$ cat src/mixer_params.svh
`ifndef MIXER_PARAMS_SVH
`define MIXER_PARAMS_SVH

// Active pixels per line in steps of 32.
`define MIX_LINE_PIXELS 64

// RGB565 pixels packed into one 128-bit word.
`define MIX_PIXELS_PER_WORD 8

// Words moved per arbiter grant.
`define MIX_SEG_WORDS 4

// Entries in each port FIFO as a power of two.
`define MIX_FIFO_DEPTH 16

// Width of each segment backlog counter.
`define MIX_BACKLOG_W 8

// Byte offset of port 1 frame region.
`define MIX_PORT_STRIDE 32'h0010_0000

`endif

$ cat src/mixer_pkg.sv
`include "mixer_params.svh"

package mixer_pkg;

	typedef logic [7:0] color_t;

	// Green 15:10, red 9:5, blue 4:0.
	typedef logic [15:0] pixel_t;

	// Pixel 0 sits in bits 15:0.
	typedef logic [127:0] word_t;

	typedef logic [11:0] hcnt_t;
	typedef logic [11:0] vcnt_t;
	typedef logic [11:0] widx_t;

	typedef logic [31:0] beat_t;
	typedef logic [31:0] addr_t;

	typedef logic [`MIX_BACKLOG_W-1:0] backlog_t;

	typedef enum logic [1:0] {
		SEL_NO,
		SEL_PORT0,
		SEL_PORT1
	} port_sel_t;

	typedef enum logic [1:0] {
		ARB_IDLE,
		ARB_POP,
		ARB_SETUP,
		ARB_ACCESS
	} arb_state_t;

endpackage

$ cat src/pixel_counter.sv
module pixel_counter (
	input  logic             pclk0,
	input  logic             vrst,
	input  logic             vs,
	input  logic             de,
	output mixer_pkg::hcnt_t hcnt,
	output mixer_pkg::vcnt_t vcnt
);

	logic vs_q;
	logic de_q;
	logic vs_rise;
	logic de_fall;

	assign vs_rise = vs && !vs_q;
	assign de_fall = de_q && !de;

	always_ff @(posedge pclk0) begin
		if (vrst) begin
			vs_q <= 1'b0;
			de_q <= 1'b0;
			hcnt <= '0;
			vcnt <= '0;
		end else begin
			vs_q <= vs;
			de_q <= de;

			if (de) begin
				hcnt <= hcnt + 1'b1;
			end else if (de_fall) begin
				hcnt <= '0; // Line finished.
			end

			if (vs_rise) begin
				vcnt <= '0; // New frame.
			end else if (de_fall) begin
				vcnt <= vcnt + 1'b1;
			end
		end
	end

endmodule

$ cat src/pixel_packer.sv
`include "mixer_params.svh"

module pixel_packer (
	input  logic              pclk0,
	input  logic              vrst,
	input  logic              de,
	input  mixer_pkg::color_t ir,
	input  mixer_pkg::color_t ig,
	input  mixer_pkg::color_t ib,
	input  mixer_pkg::hcnt_t  hcnt,
	input  mixer_pkg::vcnt_t  vcnt,
	output logic              push,
	output mixer_pkg::word_t  word,
	output mixer_pkg::vcnt_t  wvcnt,
	output mixer_pkg::widx_t  widx,
	output logic              seg_done
);
	import mixer_pkg::*;

	localparam int PPW = `MIX_PIXELS_PER_WORD;

	pixel_t pix;
	word_t  shreg;
	widx_t  widx_cur;
	logic   last_pix;
	logic   last_word;

	assign pix = {ig[7:2], ir[7:3], ib[7:3]}; // RGB565.

	assign widx_cur  = widx_t'(hcnt / PPW);
	assign last_pix  = de && (hcnt % PPW == PPW - 1) && (hcnt < `MIX_LINE_PIXELS);
	assign last_word = (widx_cur % `MIX_SEG_WORDS) == (`MIX_SEG_WORDS - 1);

	// New pixels enter at the top so the first pixel drifts down.
	always_ff @(posedge pclk0) begin
		if (de) begin
			shreg <= {pix, shreg[127:16]};
		end
		if (last_pix) begin
			word  <= {pix, shreg[127:16]};
			wvcnt <= vcnt;
			widx  <= widx_cur;
		end
	end

	always_ff @(posedge pclk0) begin
		if (vrst) begin
			push     <= 1'b0;
			seg_done <= 1'b0;
		end else begin
			push     <= last_pix;
			seg_done <= last_pix && last_word; // Segment complete.
		end
	end

endmodule

$ cat src/word_fifo.sv
`include "mixer_params.svh"

module word_fifo #(
	parameter int DEPTH = `MIX_FIFO_DEPTH
) (
	input  logic             pclk0,
	input  logic             vrst,
	input  logic             push,
	input  mixer_pkg::word_t word,
	input  mixer_pkg::vcnt_t wvcnt,
	input  mixer_pkg::widx_t widx,
	input  logic             pop,
	output mixer_pkg::word_t head_word,
	output mixer_pkg::vcnt_t head_vcnt,
	output mixer_pkg::widx_t head_widx,
	output logic             empty,
	output logic             overflow
);
	import mixer_pkg::*;

	localparam int AW = $clog2(DEPTH);

	word_t       mem_word [DEPTH];
	vcnt_t       mem_vcnt [DEPTH];
	widx_t       mem_widx [DEPTH];
	logic [AW:0] wr_ptr;
	logic [AW:0] rd_ptr;
	logic        full;

	assign empty = (wr_ptr == rd_ptr);
	assign full  = (wr_ptr[AW] != rd_ptr[AW]) && (wr_ptr[AW-1:0] == rd_ptr[AW-1:0]);

	assign head_word = mem_word[rd_ptr[AW-1:0]];
	assign head_vcnt = mem_vcnt[rd_ptr[AW-1:0]];
	assign head_widx = mem_widx[rd_ptr[AW-1:0]];

	always_ff @(posedge pclk0) begin
		if (push && !full) begin
			mem_word[wr_ptr[AW-1:0]] <= word;
			mem_vcnt[wr_ptr[AW-1:0]] <= wvcnt;
			mem_widx[wr_ptr[AW-1:0]] <= widx;
		end
	end

	always_ff @(posedge pclk0) begin
		if (vrst) begin
			wr_ptr   <= '0;
			rd_ptr   <= '0;
			overflow <= 1'b0;
		end else begin
			if (push && !full) begin
				wr_ptr <= wr_ptr + 1'b1;
			end
			if (push && full) begin
				overflow <= 1'b1; // Word lost.
			end
			if (pop && !empty) begin
				rd_ptr <= rd_ptr + 1'b1;
			end
		end
	end

endmodule

$ cat src/segment_backlog.sv
module segment_backlog (
	input  logic                pclk0,
	input  logic                vrst,
	input  logic                seg_done0,
	input  logic                seg_done1,
	input  logic                seg_taken0,
	input  logic                seg_taken1,
	output mixer_pkg::backlog_t backlog0,
	output mixer_pkg::backlog_t backlog1
);
	import mixer_pkg::*;

	logic [1:0] done_v;
	logic [1:0] taken_v;
	backlog_t   cnt [2];

	assign done_v  = {seg_done1, seg_done0};
	assign taken_v = {seg_taken1, seg_taken0};

	for (genvar i = 0; i < 2; i++) begin : g_cnt
		always_ff @(posedge pclk0) begin
			if (vrst) begin
				cnt[i] <= '0;
			end else if (done_v[i] && !taken_v[i]) begin
				cnt[i] <= cnt[i] + 1'b1;
			end else if (taken_v[i] && !done_v[i]) begin
				cnt[i] <= cnt[i] - 1'b1;
			end
		end
	end

	assign backlog0 = cnt[0];
	assign backlog1 = cnt[1];

endmodule

$ cat src/write_arbiter.sv
`include "mixer_params.svh"

module write_arbiter (
	input  logic                pclk0,
	input  logic                vrst,
	input  mixer_pkg::backlog_t backlog0,
	input  mixer_pkg::backlog_t backlog1,
	input  mixer_pkg::word_t    head_word0,
	input  mixer_pkg::vcnt_t    head_vcnt0,
	input  mixer_pkg::widx_t    head_widx0,
	input  logic                empty0,
	output logic                pop0,
	input  mixer_pkg::word_t    head_word1,
	input  mixer_pkg::vcnt_t    head_vcnt1,
	input  mixer_pkg::widx_t    head_widx1,
	input  logic                empty1,
	output logic                pop1,
	output logic                seg_taken0,
	output logic                seg_taken1,
	output mixer_pkg::addr_t    paddr,
	output logic                psel,
	output logic                penable,
	output logic                pwrite,
	output mixer_pkg::beat_t    pwdata,
	input  logic                pready,
	input  logic                pslverr,
	output logic                slv_err
);
	import mixer_pkg::*;

	localparam int LINE_WORDS = `MIX_LINE_PIXELS / `MIX_PIXELS_PER_WORD;
	localparam int WCNT_W     = (`MIX_SEG_WORDS > 1) ? $clog2(`MIX_SEG_WORDS) : 1;

	arb_state_t        state;
	port_sel_t         grant;
	logic [1:0]        beat;
	logic [WCNT_W-1:0] wcnt;
	word_t             cur_word;
	addr_t             word_addr;
	word_t             sel_word;
	vcnt_t             sel_vcnt;
	widx_t             sel_widx;
	logic              sel_empty;
	addr_t             sel_base;
	logic              take;
	logic              beat_done;
	logic              seg_last;

	// Head of the granted FIFO.
	assign sel_word  = (grant == SEL_PORT1) ? head_word1 : head_word0;
	assign sel_vcnt  = (grant == SEL_PORT1) ? head_vcnt1 : head_vcnt0;
	assign sel_widx  = (grant == SEL_PORT1) ? head_widx1 : head_widx0;
	assign sel_empty = (grant == SEL_PORT1) ? empty1 : empty0;
	assign sel_base  = (grant == SEL_PORT1) ? addr_t'(`MIX_PORT_STRIDE) : '0;

	assign take      = (state == ARB_POP) && !sel_empty;
	assign beat_done = (state == ARB_ACCESS) && pready;
	assign seg_last  = beat_done && (beat == 2'd3) &&
	                   (wcnt == WCNT_W'(`MIX_SEG_WORDS - 1));

	assign pop0 = take && (grant == SEL_PORT0);
	assign pop1 = take && (grant == SEL_PORT1);

	assign seg_taken0 = seg_last && (grant == SEL_PORT0);
	assign seg_taken1 = seg_last && (grant == SEL_PORT1);

	assign psel    = (state == ARB_SETUP) || (state == ARB_ACCESS);
	assign penable = (state == ARB_ACCESS);
	assign pwrite  = psel;
	assign paddr   = word_addr + {beat, 2'b00};
	assign pwdata  = cur_word[{beat, 5'd0} +: 32]; // Beat 0 is the low slice.

	always_ff @(posedge pclk0) begin
		if (vrst) begin
			state   <= ARB_IDLE;
			grant   <= SEL_NO;
			beat    <= '0;
			wcnt    <= '0;
			slv_err <= 1'b0;
		end else begin
			if (beat_done && pslverr) begin
				slv_err <= 1'b1;
			end

			case (state)
				ARB_IDLE: begin
					wcnt <= '0;
					if (backlog1 > backlog0) begin
						grant <= SEL_PORT1;
						state <= ARB_POP;
					end else if (backlog0 != '0) begin
						grant <= SEL_PORT0; // Port 0 wins a tie.
						state <= ARB_POP;
					end
				end
				ARB_POP: begin
					if (take) begin
						beat  <= '0;
						state <= ARB_SETUP;
					end
				end
				ARB_SETUP: begin
					state <= ARB_ACCESS;
				end
				ARB_ACCESS: begin
					if (pready) begin
						if (beat != 2'd3) begin
							beat  <= beat + 2'd1;
							state <= ARB_SETUP;
						end else if (seg_last) begin
							grant <= SEL_NO;
							state <= ARB_IDLE;
						end else begin
							wcnt  <= wcnt + 1'b1;
							state <= ARB_POP;
						end
					end
				end
				default: begin
					state <= ARB_IDLE;
				end
			endcase
		end
	end

	// Word payload and its byte address.
	always_ff @(posedge pclk0) begin
		if (take) begin
			cur_word  <= sel_word;
			word_addr <= sel_base +
			             ((addr_t'(sel_vcnt) * addr_t'(LINE_WORDS) + addr_t'(sel_widx)) << 4);
		end
	end

endmodule

$ cat src/mixer_top.sv
`include "mixer_params.svh"

module mixer_top (
	input  logic              pclk0,
	input  logic              vrst,
	input  logic              vs0,
	input  logic              de0,
	input  mixer_pkg::color_t ir0,
	input  mixer_pkg::color_t ig0,
	input  mixer_pkg::color_t ib0,
	input  logic              vs1,
	input  logic              de1,
	input  mixer_pkg::color_t ir1,
	input  mixer_pkg::color_t ig1,
	input  mixer_pkg::color_t ib1,
	output mixer_pkg::addr_t  paddr,
	output logic              psel,
	output logic              penable,
	output logic              pwrite,
	output mixer_pkg::beat_t  pwdata,
	input  logic              pready,
	input  logic              pslverr,
	output logic              overflow,
	output logic              slv_err
);
	import mixer_pkg::*;

	hcnt_t    hcnt0, hcnt1;
	vcnt_t    vcnt0, vcnt1;
	logic     push0, push1;
	word_t    word0, word1;
	vcnt_t    wvcnt0, wvcnt1;
	widx_t    widx0, widx1;
	logic     seg_done0, seg_done1;
	word_t    head_word0, head_word1;
	vcnt_t    head_vcnt0, head_vcnt1;
	widx_t    head_widx0, head_widx1;
	logic     empty0, empty1;
	logic     pop0, pop1;
	logic     ovf0, ovf1;
	logic     seg_taken0, seg_taken1;
	backlog_t backlog0, backlog1;

	assign overflow = ovf0 || ovf1;

	pixel_counter u_cnt0 (.pclk0, .vrst, .vs(vs0), .de(de0), .hcnt(hcnt0), .vcnt(vcnt0));
	pixel_counter u_cnt1 (.pclk0, .vrst, .vs(vs1), .de(de1), .hcnt(hcnt1), .vcnt(vcnt1));

	pixel_packer u_pack0 (
		.pclk0, .vrst, .de(de0), .ir(ir0), .ig(ig0), .ib(ib0), .hcnt(hcnt0), .vcnt(vcnt0),
		.push(push0), .word(word0), .wvcnt(wvcnt0), .widx(widx0), .seg_done(seg_done0)
	);
	pixel_packer u_pack1 (
		.pclk0, .vrst, .de(de1), .ir(ir1), .ig(ig1), .ib(ib1), .hcnt(hcnt1), .vcnt(vcnt1),
		.push(push1), .word(word1), .wvcnt(wvcnt1), .widx(widx1), .seg_done(seg_done1)
	);

	word_fifo #(.DEPTH(`MIX_FIFO_DEPTH)) u_fifo0 (
		.pclk0, .vrst, .push(push0), .word(word0), .wvcnt(wvcnt0), .widx(widx0), .pop(pop0),
		.head_word(head_word0), .head_vcnt(head_vcnt0), .head_widx(head_widx0),
		.empty(empty0), .overflow(ovf0)
	);
	word_fifo #(.DEPTH(`MIX_FIFO_DEPTH)) u_fifo1 (
		.pclk0, .vrst, .push(push1), .word(word1), .wvcnt(wvcnt1), .widx(widx1), .pop(pop1),
		.head_word(head_word1), .head_vcnt(head_vcnt1), .head_widx(head_widx1),
		.empty(empty1), .overflow(ovf1)
	);

	segment_backlog u_backlog (
		.pclk0, .vrst, .seg_done0, .seg_done1, .seg_taken0, .seg_taken1,
		.backlog0, .backlog1
	);

	write_arbiter u_arb (
		.pclk0, .vrst, .backlog0, .backlog1,
		.head_word0, .head_vcnt0, .head_widx0, .empty0, .pop0,
		.head_word1, .head_vcnt1, .head_widx1, .empty1, .pop1,
		.seg_taken0, .seg_taken1,
		.paddr, .psel, .penable, .pwrite, .pwdata, .pready, .pslverr, .slv_err
	);

endmodule

$ cat config.mk
export PLATFORM = sky130hd
export DESIGN_NAME = mixer_top
export DESIGN_NICKNAME = d
export VERILOG_FILES = /design/src/mixer_pkg.sv /design/src/pixel_counter.sv /design/src/pixel_packer.sv /design/src/word_fifo.sv /design/src/segment_backlog.sv /design/src/write_arbiter.sv /design/src/mixer_top.sv
export VERILOG_INCLUDE_DIRS = /design/src
export SDC_FILE = /design/constraint.sdc
export NUM_CORES = 2
export LEC_CHECK = 0
export ABC_AREA = 1
export BUFFER_PORTS_ARGS = -buffer_cell sky130_fd_sc_hd__buf_2
export CAP_MARGIN = 10
export CORE_MARGIN = 2
export CORE_UTILIZATION = 55
export CTS_CLUSTER_SIZE = 40
export DETAILED_ROUTE_END_ITERATION = 7
export PLACE_DENSITY = 0.76
export SYNTH_ARGS = -nofsm -noshare
export SYNTH_HDL_FRONTEND = slang
export SYNTH_MEMORY_MAX_BITS = 65536
export SYNTH_SLANG_ARGS = --single-unit
$ cat constraint.sdc
create_clock -name pclk0 -period 18.1 [get_ports pclk0]
set_clock_uncertainty 0.15 [all_clocks]
set_input_delay 2.715 -clock pclk0 [delete_from_list [all_inputs] [get_ports pclk0]]
set_output_delay 2.715 -clock pclk0 [all_outputs]
set_load 0.1 [all_outputs]
# After elaboration in Yosys (flattened, before gate mapping)
# Memory sizes are Yosys's and may differ from the RTL's. A register that Yosys moved wholly into a read port is not among the register bits.
# Cells that the tools add are included.
[word_totals]
ff_bits = 801
latch_bits = 0
ram_bits = 4784
romBits = 0
in_bits = 56
memories = 7
[classes]
n_addsub = 17
multipliers = 0
n_div = 0
n_lt_le_gt_ge = 3
eq_ne = 25
shifts = 1
mux = 65
n_bitwise = 4
reduce_logical = 58
[mem_list]
columns = ["name", "words", "width", "rd", "rd_clocked_by_memory_dff", "wr", "line", "rtl"]
rows = [
  ["u_fifo0.mem_word", 16, 128, 1, 1, 1, "word_fifo.sv:23", "word_t mem_word [DEPTH];"],
  ["u_fifo1.mem_word", 16, 128, 1, 1, 1, "word_fifo.sv:23", ""],
  ["u_fifo0.mem_vcnt", 16, 12, 1, 1, 1, "word_fifo.sv:24", "vcnt_t mem_vcnt [DEPTH];"],
  ["u_fifo1.mem_vcnt", 16, 12, 1, 1, 1, "word_fifo.sv:24", ""],
  ["u_fifo0.mem_widx", 16, 9, 1, 1, 1, "word_fifo.sv:25", "widx_t mem_widx [DEPTH];"],
  ["u_fifo1.mem_widx", 16, 9, 1, 1, 1, "word_fifo.sv:25", ""],
  ["+1 memories", "n/a", "n/a", "n/a", "n/a", "n/a", "n/a", ""],
]
[ops]
columns = ["op", "n"]
rows = [
  ["$mux W128", 1],
  ["$shiftx A128 B8 Y32", 1],
  ["$mux W12", 6],
  ["$add A12 B1 Y12 const B", 4],
  ["$mux W4", 12],
  ["$add A32 B32 Y32", 1],
  ["$add A32 B4 Y32", 1],
  ["$mux W8", 4],
  ["$logic_and A1 B1 Y1", 31],
  ["$mux W2", 15],
  ["$lt A12 B7 Y1 const B", 2],
  ["$mux W1", 22],
  ["$mux W21", 1],
  ["$add A5 B1 Y5 const B", 4],
  ["$add A15 B12 Y16", 1],
  ["$add A8 B1 Y8 const B", 2],
  ["$sub A8 B1 Y8 const B", 2],
  ["$eq A2 B2 Y1 const B", 7],
  ["$logic_not A1 Y1", 13],
  ["$pmux W2 S2", 3],
  ["$eq A5 B5 Y1", 2],
  ["$eq A4 B4 Y1", 2],
  ["$gt A8 B8 Y1", 1],
  ["$ne A2 B1 Y1 const B", 4],
  ["other kinds (16)", 31],
]

# Logic depth before layout (Yosys ltp)
[depth]
word_depth = 12
depth_mapped = 23
depth_no_buf = 18

# Hierarchy
# Synthesis repeated with hierarchy kept, for this count alone.
[unflattened]
cells_unflattened = 17059
hier_area_um2 = 220906.9
[by_module_without_submodules]
columns = ["module", "instances", "cells_per_inst", "area_per_inst_um2", "seq_area_each_um2"]
rows = [
  ["word_fifo at u_fifo0", 1, 7540, 96490.0, 73330.3],
  ["word_fifo at u_fifo1", 1, 7424, 96212.3, 73330.3],
  ["pixel_packer", 2, 285, 7988.9, 7877.6],
  ["write_arbiter", 1, 1009, 8398.1, 4534.3],
  ["pixel_counter", 2, 174, 1276.2, 520.5],
  ["segment_backlog", 1, 165, 1265.0, 480.5],
  ["mixer_top", 1, 3, 11.3, 0.0],
]

# Worst setup path after synthesis
# Ideal clock, no wire load.
[synth_timing]
path_type = "input -> register"
startpoint = "in de0"
endpoint = "reg u_pack0.seg_done"
setup_ns = 0.116
arrival_ns = 13.709
t_required_ns = 17.834
path_slack_ns = 4.125
path_stages = 4
cell_sequence = "nand3_1 > nor3_1 > inv_1 > nor3_1"
[synth_between]
elab_chain_len = 3
[synth_rtl]
columns = ["item", "line", "rtl"]
rows = [
  ["from (decl)", "mixer_top.sv:7", "input logic de0,"],
  ["$logic_and A1 B1 Y1 (2 in series)", "pixel_packer.sv:31", "assign last_pix = de && (hcnt % PPW == PPW - 1) && (hcnt < `MIX_LINE_PIXELS);"],
  ["net u_pack0.last_pix", "pixel_packer.sv:25", "logic last_pix;"],
  ["$logic_and A1 B1 Y1", "pixel_packer.sv:52", "seg_done <= last_pix && last_word;"],
  ["to (signal assigned)", "pixel_packer.sv:52", ""],
  ["to (decl)", "pixel_packer.sv:16", "output logic seg_done"],
]
# The timed path passes the listed nets, and every way through them passes these cells.
# A chain may end at the register's enable or synchronous reset.

==> metrics <==
Core Box Area 385000 µm²; CTS resizes 0; Avg Inst Size Synth 14.2 µm²; Total Neg Setup Slack 0 ns; slowest CP cell a21oi_1; largest net degree at the start of global routing 231; Worst EP arrival 8.05 ns; final design utilization 60.6%; internal power 20.1 mW; global-route wire length before repair 803000 µm; # rows 228; chip height 625 µm; distinct cell type count after synthesis 49; Max FO, Critical Path 230; initial antenna violation count 25; status finished, final reports clean; RR Endpoint u_arb.word_addr[18]; Sw Share 22.2%; clock power share 41.3%; post-CTS setup buffer count 0; Die W 625 µm; design area 233000 µm²; GP Congestion 0.796; sequential share of the synthesized area 78.1%; Max Clk Rate 0.135 GHz; Area Growth Syn to Fin 9.91%; Hold Startpoint u_pack0.shreg[22]; Area contributors post-synth edfxtp_1 77%, o21ai_0 6.0%, nor2_1 4.9%; CTS Root Cell clkbuf_16; max-cap viol count 0; Crit Path Category reg -> reg; area leader, netlist edfxtp_1; Final #Nets 14800; Peak VDD IR 0.000149 V; worst min path class reg -> reg; Post-synth top cells 5451 x edfxtp_1, 2772 x nor2_1, 2549 x o21ai_0; Hold Path Stages 0; worst-path cell chain inv_8, buf_4, buf_4, buf_12, o21ai_0, o22ai_1, o211ai_1, nand3_1, o21a_1, ha_1, nand2_1, inv_1, nand2_1, nand3_1, a21oi_1, nand3b_1, nor2_1, nand3_1, nand2_1; Post-CTS Hold Buffers 0; reg-to-reg setup timing slack 10.72 ns; total CTS buffers 533; Detail Placement HPWL 268000 µm; share of cells above drive strength 1 7.15%; # DRC 0; vias per std cell 6.51; element type at the critical path end register; setup ws final 10.72 ns; clk_lat worst skew 1.05 ns; crit-path max cell delay 0.90 ns; R2R depth 19; Worst-path clk slew 0.07 ns; Cell Pwr Density 111 nW/µm²; Tmin final 7.38 ns; pre-CTS setup slack 10.81 ns; Die ar. 390000 µm²; total gr overflow 0; number of synthesized flops with an enable pin 5451; Num Clock Sinks 5546; DR WL/cell 27.3 µm; Slew HR 14.0%; switching pwr 5.74 mW; post-synthesis cell count 15000; ys async rst share 0%; H-tree depth 6; Yosys reg bits 5546; Worst Max-Slew Pin Slew 1.29 ns; deepest clock path buffer count 4; Initial DRC Count 21300; final worst-path cycle share 40.8%; Mapped Area 212000 µm²; Finish-stage setup viols 0; leakage 75.0 nW; RSZ-0062 raised after global routing no; PortBufs 95; most common cell in the netlist edfxtp_1; Ys Warns 0; placement-stage cell area 216000 µm²; sequential share of power 54.2%; ANT nets after route 0; worst setup path end u_arb.word_addr[18]; CTS tree yes; Logic pwr share 4.5%; Final Hold Vio Count 0; Slew Viols, Final 0; Top-Level Pins 125; vias in the first global route 126000; GR Util All Layers 27.5%; crit path launch type register; Yosys top cell area share 77.2%; Critical Path RT 18.77 ns; Most used DFF post-synth edfxtp_1; number of iterations in the first detailed-routing pass 6; DRT Wirelength 553000 µm; vias 132000; initial core utilization 55.1%; PnR Total Power 25.9 mW
[cells in the final DEF, fill, tap and decap left out, types with 11 or more instances in the layout]
| cell type | instances |
|---|---|
| nand2_1 | 495 |
| a31oi_1 | 39 |
| dfxtp_1 | 85 |
| edfxtp_1 | 5451 |
| clkinv_8 | 16 |
| or2_0 | 16 |
| o21a_1 | 88 |
| clkbuf_16 | 546 |
| a21oi_1 | 100 |
| buf_2 | 93 |
| nor3_1 | 19 |
| a211oi_1 | 15 |
| buf_12 | 35 |
| o22ai_1 | 732 |
| buf_4 | 172 |
| clkbuf_1 | 119 |
| inv_8 | 11 |
| inv_6 | 21 |
| o221ai_1 | 531 |
| nand3_1 | 443 |
| inv_1 | 112 |
| bufinv_16 | 30 |
| nor2_4 | 31 |
| xor2_1 | 26 |
| clkinv_2 | 73 |
| o21ai_1 | 161 |
| ha_1 | 46 |
| conb_1 | 13 |
| clkinv_1 | 120 |
| o211ai_1 | 115 |
| nor2_1 | 2741 |
| nand4_1 | 17 |
| o21ai_0 | 2549 |
[per-layer routing]
layer / GRT usage [%] / routed length, µm / part of all wire, % / up-vias
li1: - / - / - / 56200
met1: 37.8 / 201000 / 36 / 64800
met2: 42.7 / 254000 / 46 / 9192
met3: 4.08 / 63600 / 12 / 1285
met4: 15.6 / 34200 / 6.2 / 2
met5: 0 / 13 / 0.0024 / -
[sequential cells by signal, indices dropped and copies added, names as in the netlist, 16 cells and up, named ones only]
signal / flops
u_fifo0.mem_word: 2048
u_fifo1.mem_word: 2048
u_fifo0.mem_vcnt: 192
u_fifo1.mem_vcnt: 192
u_fifo0.mem_widx: 144
u_fifo1.mem_widx: 144
u_arb.cur_word: 128
u_pack0.word: 128
u_pack1.word: 128
u_pack0.shreg: 112
u_pack1.shreg: 112
u_arb.word_addr: 17
u_backlog.cnt: 16
[worst min path at each step]
stage | endpoint | slack, ns
2_1_floorplan | u_pack0.word[0] | 0.25
3_3_place_gp | u_pack0.word[2] | 0.25
3_5_place_dp | u_pack0.word[11] | 0.25
4_1_cts | u_pack0.word[6] | 0.26
5_1_grt | u_pack0.word[6] | 0.27
6_report | u_pack0.word[6] | 0.25
[power groups by stage]
stage               logic [mW]  registers, mW  clock network, mW
CTS                       1.15           14.0               10.8
floorplan                0.686           14.3                  0
global route              1.18           14.0               11.2
detailed placement        1.14           14.3                  0
finish                    1.16           14.0               10.7
global placement          1.13           14.3                  0
[per-stage QoR]
stage,instances,hold slack [ns]
final,20200,0.253
after global routing,20200,0.267
after CTS,20200,0.258
after detailed placement,19300,0.255
after global placement,19300,0.250
after floorplan,15000,0.250
[cell type report]
type                            instances  area [µm²]
Antenna cell                           10        25.0
Clock buffer                          669       14200
Multi-Input combinational cell       8223       41400
Inverter                              126         567
Fill cell                           27000      152000
Sequential cell                      5546      166000
Clock inverter                        281        2420
Tap cell                             5060        6330
Timing Repair Buffer                  302        2480
[worst max-delay path: cells and delay by family (launching register included)]
family / cells / cell delay [ns]
DFF: 1 / 0.57
and+or+nand+nor: 8 / 1.23
AOI/OAI and AO/OA: 5 / 1.69
buffers and inverters: 5 / 2.97
adders and majority gates: 1 / 0.31
[logic make-up after synthesis]
group / share of synthesized area (%)
buffers and inverters: 2.50
flip-flops: 78.1
AO/OA/AOI/OAI: 11.9
AND/OR/NAND/NOR: 7.04
XOR/XNOR: 0.136
other: 0.00177
adder cells (fa/ha/maj): 0.290
Power figures use the tool's default switching activity.
